### config.mk
export PLATFORM = sky130hd
export DESIGN_NAME = rv_decode_stage
export DESIGN_NICKNAME = d
export VERILOG_FILES = /design/src/design/dec_pkg.sv /design/src/design/inst_decoder.sv /design/src/design/reg_file.sv /design/src/design/write_scoreboard.sv /design/src/design/issue_ctrl.sv /design/src/design/rv_decode_stage.sv
export VERILOG_INCLUDE_DIRS = /design/src /design/src/include
export SDC_FILE = /design/constraint.sdc
export NUM_CORES = 2
export LEC_CHECK = 0
export ABC_AREA = 1
export BUFFER_PORTS_ARGS = -buffer_cell sky130_fd_sc_hd__buf_2
export CAP_MARGIN = 20
export CELL_PAD_IN_SITES_DETAIL_PLACEMENT = 0
export CELL_PAD_IN_SITES_GLOBAL_PLACEMENT = 1
export CORE_ASPECT_RATIO = 1.75
export CORE_MARGIN = 2
export CORE_UTILIZATION = 52
export CTS_CLUSTER_SIZE = 24
export DETAILED_ROUTE_END_ITERATION = 8
export MAX_ROUTING_LAYER = met4
export PLACE_DENSITY_LB_ADDON = 0.1
export SLEW_MARGIN = 20
export SYNTH_ARGS = -nofsm -noshare
export SYNTH_HDL_FRONTEND = slang
export SYNTH_SLANG_ARGS = --single-unit
### constraint.sdc
create_clock -name clk -period 4.3 [get_ports clk]
set_clock_uncertainty 0.05 [all_clocks]
set_input_delay 0.215 -clock clk [delete_from_list [all_inputs] [get_ports clk]]
set_output_delay 0.215 -clock clk [all_outputs]
set_load 0.03 [all_outputs]
### src/include/dec_defs.svh
`ifndef DEC_DEFS_SVH
`define DEC_DEFS_SVH

// Datapath and PC width
`define XLEN 32

// Instruction width, compressed forms not supported
`define ILEN 32

`define REGSEL_BITS 5
`define NUM_REGS 32

// Up to 3 outstanding writes per register
`define PEND_BITS 2

`endif

### src/design/dec_pkg.sv
`include "dec_defs.svh"

package dec_pkg;

    typedef logic [`XLEN-1:0]        xlen_t;
    typedef logic [`REGSEL_BITS-1:0] regsel_t;
    typedef logic [`PEND_BITS-1:0]   pend_t;
    typedef logic [`ILEN-1:0]        inst_t;

    typedef enum logic [3:0] {
        ALU_ADD, ALU_SUB, ALU_CMP_LT, ALU_CMP_LTU, ALU_XOR,
        ALU_OR, ALU_AND, ALU_SH_L, ALU_SH_RL, ALU_SH_RA
    } alu_op_e;

    typedef enum logic [2:0] {
        BROP_NEVER, BROP_ALWAYS, BROP_EQ, BROP_NE,
        BROP_LT, BROP_GE, BROP_LTU, BROP_GEU
    } br_op_e;

    typedef enum logic [1:0] {MEMOP_NONE, MEMOP_LOAD, MEMOP_STORE} mem_op_e;
    typedef enum logic [1:0] {MEMSZ_1B, MEMSZ_2B, MEMSZ_4B} mem_sz_e;

    // Major opcode, inst[6:2]
    typedef enum logic [4:0] {
        RV_LOAD   = 5'b00000,
        RV_OP_IMM = 5'b00100,
        RV_AUIPC  = 5'b00101,
        RV_STORE  = 5'b01000,
        RV_OP     = 5'b01100,
        RV_LUI    = 5'b01101,
        RV_BRANCH = 5'b11000,
        RV_JALR   = 5'b11001,
        RV_JAL    = 5'b11011
    } rv_op_e;

    typedef enum logic [0:0] {ISSUE_OPEN, ISSUE_WAIT_JMP} issue_state_e;

    typedef struct packed {
        xlen_t   arg1;
        xlen_t   arg2;
        regsel_t dst;
        br_op_e  br_op;
        alu_op_e alu_op;
        mem_op_e mem_op;
        mem_sz_e size;
        logic    is_signed; // Loads only
        xlen_t   payload;
        xlen_t   payload2;
    } issue_pkt_t;

    typedef struct packed {
        regsel_t rs1;
        regsel_t rs2;
        regsel_t rd;
        logic    uses_rs1;
        logic    uses_rs2;
        logic    uses_rd;
    } reg_use_t;

    typedef struct packed {
        logic    valid;
        regsel_t rd;
        xlen_t   val;
    } wb_t;

endpackage

### src/design/inst_decoder.sv
`timescale 1ns/10ps

module inst_decoder import dec_pkg::*; (
    input  inst_t      inst,
    input  xlen_t      inst_pc,
    input  xlen_t      rs1_data,
    input  xlen_t      rs2_data,
    output reg_use_t   reg_use,
    output logic       op_valid,
    output logic       is_jump,
    output issue_pkt_t alu_pkt
);

    rv_op_e     op;
    logic [2:0] func3;
    logic [6:0] func7;
    logic       inv;    // SUB or arithmetic shift
    logic       ext;    // Immediate sign
    logic       len_ok; // 32-bit encoding
    xlen_t      imm_i;
    xlen_t      imm_s;
    xlen_t      imm_b;
    xlen_t      imm_u;
    xlen_t      imm_j;

    assign op     = rv_op_e'(inst[6:2]);
    assign func3  = inst[14:12];
    assign func7  = inst[31:25];
    assign inv    = func7[5];
    assign ext    = inst[31];
    assign len_ok = (inst[1:0] == 2'b11);

    assign imm_i = {{21{ext}}, inst[30:20]};
    assign imm_s = {{21{ext}}, inst[30:25], inst[11:7]};
    assign imm_b = {{20{ext}}, inst[7], inst[30:25], inst[11:8], 1'b0};
    assign imm_u = {inst[31:12], 12'b0};
    assign imm_j = {{12{ext}}, inst[19:12], inst[20], inst[30:21], 1'b0};

    // Shared by OP and OP-IMM
    function automatic alu_op_e f3_alu(input logic [2:0] f3, input logic alt,
                                       input logic reg_op);
        alu_op_e res;
        case (f3)
            3'b000:  res = (alt && reg_op) ? ALU_SUB : ALU_ADD; // No SUBI
            3'b001:  res = ALU_SH_L;
            3'b010:  res = ALU_CMP_LT;
            3'b011:  res = ALU_CMP_LTU;
            3'b100:  res = ALU_XOR;
            3'b101:  res = alt ? ALU_SH_RA : ALU_SH_RL;
            3'b110:  res = ALU_OR;
            default: res = ALU_AND;
        endcase
        return res;
    endfunction

    always_comb begin
        op_valid = 1'b0;
        reg_use.rs1      = inst[19:15];
        reg_use.rs2      = inst[24:20];
        reg_use.rd       = inst[11:7];
        reg_use.uses_rs1 = 1'b0;
        reg_use.uses_rs2 = 1'b0;
        reg_use.uses_rd  = 1'b0;
        alu_pkt.arg1      = '0;
        alu_pkt.arg2      = '0;
        alu_pkt.dst       = '0;
        alu_pkt.br_op     = BROP_NEVER;
        alu_pkt.alu_op    = ALU_ADD;
        alu_pkt.mem_op    = MEMOP_NONE;
        alu_pkt.size      = MEMSZ_1B;
        alu_pkt.is_signed = 1'b0;
        alu_pkt.payload   = '0;
        alu_pkt.payload2  = '0;

        case (op)
            RV_OP_IMM: begin
                op_valid = 1'b1;
                alu_pkt.arg1   = rs1_data;
                alu_pkt.arg2   = imm_i;
                alu_pkt.dst    = inst[11:7];
                alu_pkt.alu_op = f3_alu(func3, inv, 1'b0);
                reg_use.uses_rs1 = 1'b1;
                reg_use.uses_rd  = 1'b1;
            end
            RV_OP: begin
                op_valid = (func7[4:0] == 5'b00000) && !func7[6];
                alu_pkt.arg1   = rs1_data;
                alu_pkt.arg2   = rs2_data;
                alu_pkt.dst    = inst[11:7];
                alu_pkt.alu_op = f3_alu(func3, inv, 1'b1);
                reg_use.uses_rs1 = 1'b1;
                reg_use.uses_rs2 = 1'b1;
                reg_use.uses_rd  = 1'b1;
            end
            RV_LUI, RV_AUIPC: begin
                op_valid = 1'b1;
                alu_pkt.arg1 = (op == RV_AUIPC) ? inst_pc : '0;
                alu_pkt.arg2 = imm_u;
                alu_pkt.dst  = inst[11:7];
                reg_use.uses_rd = 1'b1;
            end
            RV_LOAD: begin
                op_valid = (func3 != 3'b011) && (func3[2:1] != 2'b11);
                alu_pkt.arg1      = rs1_data; // Address via ADD
                alu_pkt.arg2      = imm_i;
                alu_pkt.dst       = inst[11:7];
                alu_pkt.mem_op    = MEMOP_LOAD;
                alu_pkt.size      = (func3[1:0] == 2'b00) ? MEMSZ_1B :
                                    (func3[1:0] == 2'b01) ? MEMSZ_2B : MEMSZ_4B;
                alu_pkt.is_signed = !func3[2] && (func3[1:0] != 2'b10); // LB, LH
                reg_use.uses_rs1 = 1'b1;
                reg_use.uses_rd  = 1'b1;
            end
            RV_STORE: begin
                op_valid = !func3[2] && (func3 != 3'b011);
                alu_pkt.arg1    = rs1_data;
                alu_pkt.arg2    = imm_s;
                alu_pkt.mem_op  = MEMOP_STORE;
                alu_pkt.size    = (func3[1:0] == 2'b00) ? MEMSZ_1B :
                                  (func3[1:0] == 2'b01) ? MEMSZ_2B : MEMSZ_4B;
                alu_pkt.payload = rs2_data; // Store data
                reg_use.uses_rs1 = 1'b1;
                reg_use.uses_rs2 = 1'b1;
            end
            RV_JAL, RV_JALR: begin
                op_valid = (op == RV_JAL) || (func3 == 3'b000);
                alu_pkt.arg1    = (op == RV_JAL) ? inst_pc : rs1_data;
                alu_pkt.arg2    = (op == RV_JAL) ? imm_j : imm_i;
                alu_pkt.dst     = inst[11:7];
                alu_pkt.br_op   = BROP_ALWAYS;
                alu_pkt.payload = inst_pc; // Link address base
                reg_use.uses_rs1 = (op == RV_JALR);
                reg_use.uses_rd  = 1'b1;
            end
            RV_BRANCH: begin
                op_valid = (func3[2:1] != 2'b01);
                alu_pkt.arg1     = inst_pc; // Target via ADD
                alu_pkt.arg2     = imm_b;
                alu_pkt.payload  = rs1_data;
                alu_pkt.payload2 = rs2_data;
                case (func3)
                    3'b000:  alu_pkt.br_op = BROP_EQ;
                    3'b001:  alu_pkt.br_op = BROP_NE;
                    3'b100:  alu_pkt.br_op = BROP_LT;
                    3'b101:  alu_pkt.br_op = BROP_GE;
                    3'b110:  alu_pkt.br_op = BROP_LTU;
                    3'b111:  alu_pkt.br_op = BROP_GEU;
                    default: alu_pkt.br_op = BROP_NEVER;
                endcase
                reg_use.uses_rs1 = 1'b1;
                reg_use.uses_rs2 = 1'b1;
            end
            default: op_valid = 1'b0; // SYSTEM, MISC-MEM and the rest
        endcase

        if (!len_ok) begin
            op_valid = 1'b0;
        end
    end

    assign is_jump = (alu_pkt.br_op != BROP_NEVER);

endmodule

### src/design/reg_file.sv
`timescale 1ns/10ps
`include "dec_defs.svh"

module reg_file import dec_pkg::*; (
    input  logic    clk,
    input  logic    rst,
    input  regsel_t rs1,
    input  regsel_t rs2,
    input  wb_t     wb,
    output xlen_t   rs1_data,
    output xlen_t   rs2_data
);

    // x0 not stored
    xlen_t regs [1:`NUM_REGS-1];

    always_ff @(posedge clk) begin
        if (rst) begin
            for (int i = 1; i < `NUM_REGS; i++) begin
                regs[i] <= '0;
            end
        end else if (wb.valid && (wb.rd != '0)) begin
            regs[wb.rd] <= wb.val;
        end
    end

    assign rs1_data = (rs1 != '0) ? regs[rs1] : '0;
    assign rs2_data = (rs2 != '0) ? regs[rs2] : '0;

endmodule

### src/design/write_scoreboard.sv
`timescale 1ns/10ps
`include "dec_defs.svh"

module write_scoreboard import dec_pkg::*; (
    input  logic     clk,
    input  logic     rst,
    input  reg_use_t reg_use,
    input  logic     write_issue,
    input  wb_t      wb,
    output logic     hazard
);

    pend_t                pend [`NUM_REGS];
    logic [`NUM_REGS-1:0] inc_vec;
    logic [`NUM_REGS-1:0] dec_vec;
    logic                 rs1_haz;
    logic                 rs2_haz;
    logic                 rd_full;

    always_comb begin
        inc_vec = '0;
        dec_vec = '0;
        if (write_issue) inc_vec[reg_use.rd] = 1'b1; // rd never 0 here
        if (wb.valid && (wb.rd != '0)) dec_vec[wb.rd] = 1'b1;
    end

    always_ff @(posedge clk) begin
        if (rst) begin
            for (int i = 0; i < `NUM_REGS; i++) begin
                pend[i] <= '0;
            end
        end else begin
            for (int i = 0; i < `NUM_REGS; i++) begin
                if (inc_vec[i] && !dec_vec[i]) begin
                    pend[i] <= pend[i] + pend_t'(1);
                end else if (dec_vec[i] && !inc_vec[i]) begin
                    pend[i] <= pend[i] - pend_t'(1);
                end
            end
        end
    end

    assign rs1_haz = reg_use.uses_rs1 && (reg_use.rs1 != '0) && (pend[reg_use.rs1] != '0);
    assign rs2_haz = reg_use.uses_rs2 && (reg_use.rs2 != '0) && (pend[reg_use.rs2] != '0);
    assign rd_full = reg_use.uses_rd && (pend[reg_use.rd] == '1); // Counter would wrap

    assign hazard = rs1_haz || rs2_haz || rd_full;

endmodule

### src/design/issue_ctrl.sv
`timescale 1ns/10ps

module issue_ctrl import dec_pkg::*; (
    input  logic clk,
    input  logic rst,
    input  logic inst_valid,
    input  logic op_valid,
    input  logic is_jump,
    input  logic uses_rd,
    input  logic rd_nonzero,
    input  logic hazard,
    input  logic alu_ready,
    input  logic jmp_done,
    output logic inst_ready,
    output logic alu_valid,
    output logic write_issue
);

    issue_state_e state;
    logic         stall;
    logic         issue;

    assign stall       = hazard || (state == ISSUE_WAIT_JMP);
    assign inst_ready  = alu_ready && !rst && (!inst_valid || !stall);
    assign alu_valid   = inst_valid && op_valid && !stall && !rst;
    assign issue       = alu_valid && alu_ready;
    assign write_issue = issue && uses_rd && rd_nonzero;

    // Hold issue until execute resolves the jump
    always_ff @(posedge clk) begin
        if (rst) begin
            state <= ISSUE_OPEN;
        end else begin
            case (state)
                ISSUE_OPEN:     if (issue && is_jump) state <= ISSUE_WAIT_JMP;
                ISSUE_WAIT_JMP: if (jmp_done) state <= ISSUE_OPEN;
                default:        state <= ISSUE_OPEN;
            endcase
        end
    end

endmodule

### src/design/rv_decode_stage.sv
`timescale 1ns/10ps

module rv_decode_stage import dec_pkg::*; (
    input  logic       clk,
    input  logic       rst,
    input  inst_t      inst,
    input  xlen_t      inst_pc,
    input  logic       inst_valid,
    output logic       inst_ready,
    output logic       alu_valid,
    input  logic       alu_ready,
    output issue_pkt_t alu_pkt,
    input  logic       jmp_done,
    input  wb_t        wb
);

    reg_use_t reg_use;
    xlen_t    rs1_data;
    xlen_t    rs2_data;
    logic     op_valid;
    logic     is_jump;
    logic     hazard;
    logic     write_issue;

    inst_decoder i_inst_decoder (
        .inst     (inst),
        .inst_pc  (inst_pc),
        .rs1_data (rs1_data),
        .rs2_data (rs2_data),
        .reg_use  (reg_use),
        .op_valid (op_valid),
        .is_jump  (is_jump),
        .alu_pkt  (alu_pkt)
    );

    reg_file i_reg_file (
        .clk      (clk),
        .rst      (rst),
        .rs1      (reg_use.rs1),
        .rs2      (reg_use.rs2),
        .wb       (wb),
        .rs1_data (rs1_data),
        .rs2_data (rs2_data)
    );

    write_scoreboard i_write_scoreboard (
        .clk         (clk),
        .rst         (rst),
        .reg_use     (reg_use),
        .write_issue (write_issue),
        .wb          (wb),
        .hazard      (hazard)
    );

    issue_ctrl i_issue_ctrl (
        .clk         (clk),
        .rst         (rst),
        .inst_valid  (inst_valid),
        .op_valid    (op_valid),
        .is_jump     (is_jump),
        .uses_rd     (reg_use.uses_rd),
        .rd_nonzero  (reg_use.rd != '0),
        .hazard      (hazard),
        .alu_ready   (alu_ready),
        .jmp_done    (jmp_done),
        .inst_ready  (inst_ready),
        .alu_valid   (alu_valid),
        .write_issue (write_issue)
    );

endmodule

==> flow_summary.html <==
<table>
<tr><th>Metric</th><th>Value</th></tr>
<tr><th colspan="2">GRT</th></tr>
<tr><td>Pin count of the biggest net entering global routing</td><td>171</td></tr>
<tr><td>Vias in the first global route</td><td>~58k</td></tr>
<tr><td>Sum of overflow across all layers after global routing</td><td>0</td></tr>
<tr><td>Initial antenna violation count</td><td>22</td></tr>
<tr><td>Total global-route track usage</td><td>0.473</td></tr>
<tr><td>Global-route wire length before repair</td><td>between 300000 and 400000 um</td></tr>
<tr><th colspan="2">Worst setup path</th></tr>
<tr><td>CP max stage cell</td><td>sky130_fd_sc_hd__nand3_1</td></tr>
<tr><td>Worst Reg-to-Reg Cells</td><td>13</td></tr>
<tr><td>Type of the worst setup path</td><td>in -&gt; out</td></tr>
<tr><td>Critical Path Start</td><td>inst[20]</td></tr>
<tr><td>End of the critical path</td><td>alu_pkt[10]</td></tr>
<tr><td>RR Endpoint</td><td>i_write_scoreboard.pend[18][1]</td></tr>
<tr><td>Number of gates on the worst path with buffers counted</td><td>13</td></tr>
<tr><td>Top delay family on crit path</td><td>simple AND/OR/NAND/NOR gates</td></tr>
<tr><td>CP startpoint kind</td><td>primary input</td></tr>
<tr><td>Signal arrival time at the worst endpoint</td><td>approximately 3.6 ns</td></tr>
<tr><td>Largest stage delay, worst path</td><td>0.65 ns</td></tr>
<tr><td>Worst Path Required</td><td>just over 4 ns</td></tr>
<tr><td>Cell Chain, Critical Path</td><td>buf_8, inv_8, nand2_2, buf_4, o22ai_1, a31oi_1, o311ai_0, o41ai_1, nand2_1, o211ai_1, nand3_1, nor2_1, buf_2</td></tr>
<tr><td>Flop-to-flop setup slack</td><td>1.12 ns</td></tr>
<tr><td>Crit path capture type</td><td>primary output</td></tr>
<tr><td>Buffering stage count on the worst path with inverters included</td><td>4</td></tr>
<tr><td>Reg2Reg Launch Point</td><td>i_write_scoreboard.pend[12][0]</td></tr>
<tr><td>Largest driver fanout on the critical path</td><td>19</td></tr>
<tr><th colspan="2">Synthesis</th></tr>
<tr><td>Prevailing post-synth register cell</td><td>sky130_fd_sc_hd__edfxtp_1</td></tr>
<tr><td>Count of unique library cells instantiated by Yosys</td><td>49</td></tr>
<tr><td>Portion of the post-synthesis area used by sequential elements</td><td>0.535</td></tr>
<tr><td>Share of flip-flops with an asynchronous set or reset after synthesis</td><td>0</td></tr>
<tr><td>Warnings, synthesis</td><td>0</td></tr>
<tr><td>Post-Synthesis Cells</td><td>between 7k and 8k</td></tr>
<tr><td>FF+latch count, synth</td><td>1089</td></tr>
<tr><td>Avg Synthesized Cell Area</td><td>8.42 um^2</td></tr>
<tr><td>Count of flip-flops with a built-in enable after synthesis</td><td>~1.1k</td></tr>
<tr><td>Cell area after synthesis</td><td>0.0611 mm^2</td></tr>
<tr><th colspan="2">Clocking</th></tr>
<tr><td>Clock latency at the later pin of the worst-skew pair</td><td>0.75 ns</td></tr>
<tr><td>Clock tree root driver cell</td><td>sky130_fd_sc_hd__clkbuf_16</td></tr>
<tr><td>CTS resizes</td><td>0</td></tr>
<tr><td>Clock tree from TritonCTS</td><td>done</td></tr>
<tr><td>Register clock-pin slew on the reported worst setup and hold paths</td><td>0.06 ns</td></tr>
<tr><td>Post-CTS repair timing setup buffer count</td><td>0</td></tr>
<tr><td>Number of buffers created by CTS</td><td>~110</td></tr>
<tr><td>Max clock buf depth</td><td>3</td></tr>
<tr><td>Cts-stage hold buffer count</td><td>34</td></tr>
<tr><td>H-tree depth</td><td>3</td></tr>
<tr><td>Total clock sinks</td><td>around 1.1k</td></tr>
<tr><th colspan="2">Detailed routing</th></tr>
<tr><td>Average wire per standard cell</td><td>31.8 um</td></tr>
<tr><td>Vias per std cell</td><td>~7</td></tr>
<tr><td>Post-detailed-route count of antenna-violating nets</td><td>0</td></tr>
<tr><td>Final wirelength</td><td>roughly 280000 um</td></tr>
<tr><td>1st-iter DRT viols</td><td>roughly 9.7k</td></tr>
<tr><td>DRC violations left</td><td>0</td></tr>
<tr><td>Total via count after detailed routing</td><td>slightly above 60k</td></tr>
<tr><td>First drt pass iteration count</td><td>9</td></tr>
<tr><th colspan="2">Power and ir drop</th></tr>
<tr><td>Sequential power share</td><td>0.470</td></tr>
<tr><td>Peak VDD IR</td><td>0.504 mV</td></tr>
<tr><td>Switching Power</td><td>7.80 mW</td></tr>
<tr><td>Switching part of the total power</td><td>0.291</td></tr>
<tr><td>Power share of the clock group</td><td>0.375</td></tr>
<tr><td>Ratio of total power to cell area</td><td>about 390 mW/mm^2</td></tr>
<tr><td>Leak</td><td>25.5 nW</td></tr>
<tr><td>Part of the total power dissipated in combinational logic</td><td>0.155</td></tr>
<tr><td>Internal power consumption</td><td>approximately 19 mW</td></tr>
<tr><th colspan="2">Floorplanning</th></tr>
<tr><td>DIE AREA</td><td>0.120 mm^2</td></tr>
<tr><td>Horiz. Die Dim</td><td>263 um</td></tr>
<tr><td>Core Region</td><td>about 0.12 mm^2</td></tr>
<tr><td>Number of placed I/O pins</td><td>around 250</td></tr>
<tr><td>Initial Utilization</td><td>0.523</td></tr>
<tr><td>Standard-cell row count</td><td>about 170</td></tr>
<tr><td>Chip Height</td><td>457 um</td></tr>
<tr><th colspan="2">Timing</th></tr>
<tr><td>Period Utilization, post-route</td><td>0.893</td></tr>
<tr><td>Remaining max-slew budget at the tightest pin</td><td>0.229</td></tr>
<tr><td>Sum Neg Setup Slack</td><td>0 ns</td></tr>
<tr><td>Fmax</td><td>261 MHz</td></tr>
<tr><td>Endpoints failing setup</td><td>0</td></tr>
<tr><td>Final WS setup</td><td>0.461 ns</td></tr>
<tr><td>Setup repair after global routing missed its margin</td><td>false</td></tr>
<tr><td>Pin slew with the least headroom to its limit</td><td>about 1.2 ns</td></tr>
<tr><td>Final hold violation count</td><td>0</td></tr>
<tr><td>Tmin final</td><td>between 3 and 4 ns</td></tr>
<tr><td>Max-slew violation total from the final report</td><td>0</td></tr>
<tr><th colspan="2">Place</th></tr>
<tr><td>IO Port Bufs</td><td>between 200 and 300</td></tr>
<tr><td>Routability congestion estimate from global placement</td><td>about 0.99</td></tr>
<tr><td>Worst slack at placement</td><td>about 0.66 ns</td></tr>
<tr><td>Sum of net half-perimeters after detailed placement</td><td>between 150000 and 200000 um</td></tr>
<tr><th colspan="2">Cells and area</th></tr>
<tr><td>Top library cells by usage in the layout, fill and taps aside</td><td>sky130_fd_sc_hd__nor2_1 (2278), sky130_fd_sc_hd__o21ai_0 (1194), sky130_fd_sc_hd__edfxtp_1 (1088), sky130_fd_sc_hd__nand2_1 (443), sky130_fd_sc_hd__nand3_1 (253)</td></tr>
<tr><td>Most common cell after layout, fill and taps aside</td><td>sky130_fd_sc_hd__nor2_1</td></tr>
<tr><td>Layout cell share with drive strength beyond 1</td><td>0.109</td></tr>
<tr><td>Number of nets in the layout</td><td>around 7.4k</td></tr>
<tr><td>Area grow syn2layout</td><td>12.3%</td></tr>
<tr><th colspan="2">Worst hold path</th></tr>
<tr><td>Hold depth</td><td>4</td></tr>
<tr><td>Min-Delay Path Class</td><td>in -&gt; reg</td></tr>
<tr><th colspan="2">Run status</th></tr>
<tr><td>Outcome</td><td>complete, no violations</td></tr>
<tr><th colspan="2">Run</th></tr>
<tr><td>Number of max-cap violations</td><td>0</td></tr>
</table>
## sequential cells by signal, indices dropped and copies added, names as in the netlist
register                 cells
i_reg_file.regs           1024
i_write_scoreboard.pend     64
i_issue_ctrl.state           1
## stage by stage
stage | std cells | instance area, um^2 | util | total power [mW] | hold slack, ns
3_3_place_gp | 8617 | 64300 | 0.551 | 16.7 | 0.355
6_report | 8877 | 68600 | 0.588 | 26.8 | 0.0447
2_1_floorplan | 7285 | 61200 | - | 14.9 | 0.264
3_5_place_dp | 8622 | 64400 | 0.552 | 16.7 | 0.357
5_1_grt | 8875 | 68600 | 0.588 | 27.4 | 0.0664
4_1_cts | 8850 | 68400 | 0.586 | 26.6 | 0.00944
## worst min path at each step
stage | startpoint | end | slack, ns
floorplan | wb[0] | i_reg_file.regs[0][0] | 0.26
global placement | wb[29] | i_reg_file.regs[0][29] | 0.35
detailed placement | wb[28] | i_reg_file.regs[0][28] | 0.36
CTS | inst[11] | i_write_scoreboard.pend[6][0] | 0.009
global route | alu_ready | i_write_scoreboard.pend[10][1] | 0.07
finish | inst[11] | i_write_scoreboard.pend[6][0] | 0.04
## worst register-to-register path, stage by stage (launching register included)
cell and delay (ns):
sky130_fd_sc_hd__edfxtp_1 0.51, sky130_fd_sc_hd__o21ai_0 0.46, sky130_fd_sc_hd__nand3_1 0.13, sky130_fd_sc_hd__nand3_1 0.10, sky130_fd_sc_hd__nand3_1 0.11, sky130_fd_sc_hd__nand3_1 0.16, sky130_fd_sc_hd__nand2_1 0.07, sky130_fd_sc_hd__nand2_1 0.13
sky130_fd_sc_hd__nand4_1 0.13, sky130_fd_sc_hd__nor2_2 0.47, sky130_fd_sc_hd__nand3_1 0.26, sky130_fd_sc_hd__nand3_1 0.12, sky130_fd_sc_hd__o21ai_1 0.08, sky130_fd_sc_hd__inv_1 0.12
## power groups by stage
stage | Clock, mW | Sequential, mW | Combinational (mW)
2_1_floorplan | 0 | 12.7 | 2.18
3_3_place_gp | 0 | 12.8 | 3.88
3_5_place_dp | 0 | 12.8 | 3.92
4_1_cts | 10.0 | 12.6 | 3.95
5_1_grt | 10.4 | 12.7 | 4.28
6_report | 10.1 | 12.6 | 4.14
## cell type report
type | count | area, um^2
timing repair buffer | 557 | 4410
sequential | 1089 | 32700
tap | 1512 | 1890
clock buffer | 120 | 2710
multi-input combinational | 5263 | 25000
fill | 10400 | 48100
antenna | 20 | 50.0
clock inverter | 74 | 926
inverter | 242 | 950
## routing by layer
layer | share of wire | global-route usage
met5 | 0 | -
met4 | 0.086 | 0.343
met3 | 0.13 | 0.113
met2 | 0.45 | 0.720
met1 | 0.33 | 0.547
## cells by family after synthesis
| kind of cell | share of synthesized area |
|---|---|
| xor gates and xnor gates | 0.00373 |
| AOI/OAI and AO/OA | 0.195 |
| DFF | 0.535 |
| buffers and inverters | 0.0594 |
| and+or+nand+nor | 0.206 |
| other | 0.0000614 |
| adders and majority gates | 0.000615 |
## cells in the mapped netlist, drive strengths merged, types with 2 or more instances
cell,number,area [um^2]
nor4,3,18.8
nand3,259,1330
xor2,24,210
inv,239,900
edfxtp,1088,32700
a31oi,49,307
nor3,85,468
o211ai,89,668
ha,3,37.5
nand2,488,1850
o32ai,4,35.0
o21bai,4,30.0
a221oi,10,87.6
o22ai,246,1540
a2111oi,3,26.3
o21ai,1204,6030
clkinv,3,11.3
o221ai,226,1980
o41ai,31,272
clkbuf,565,2120
nand3b,2,18.8
o311ai,12,105
nand4,28,175
a21oi,157,797
or2,4,25.0
buf,126,593
a211oi,3,22.5
nor2,2291,8670
xnor2,2,17.5
Note: power is estimated with default switching activity, not from simulation.
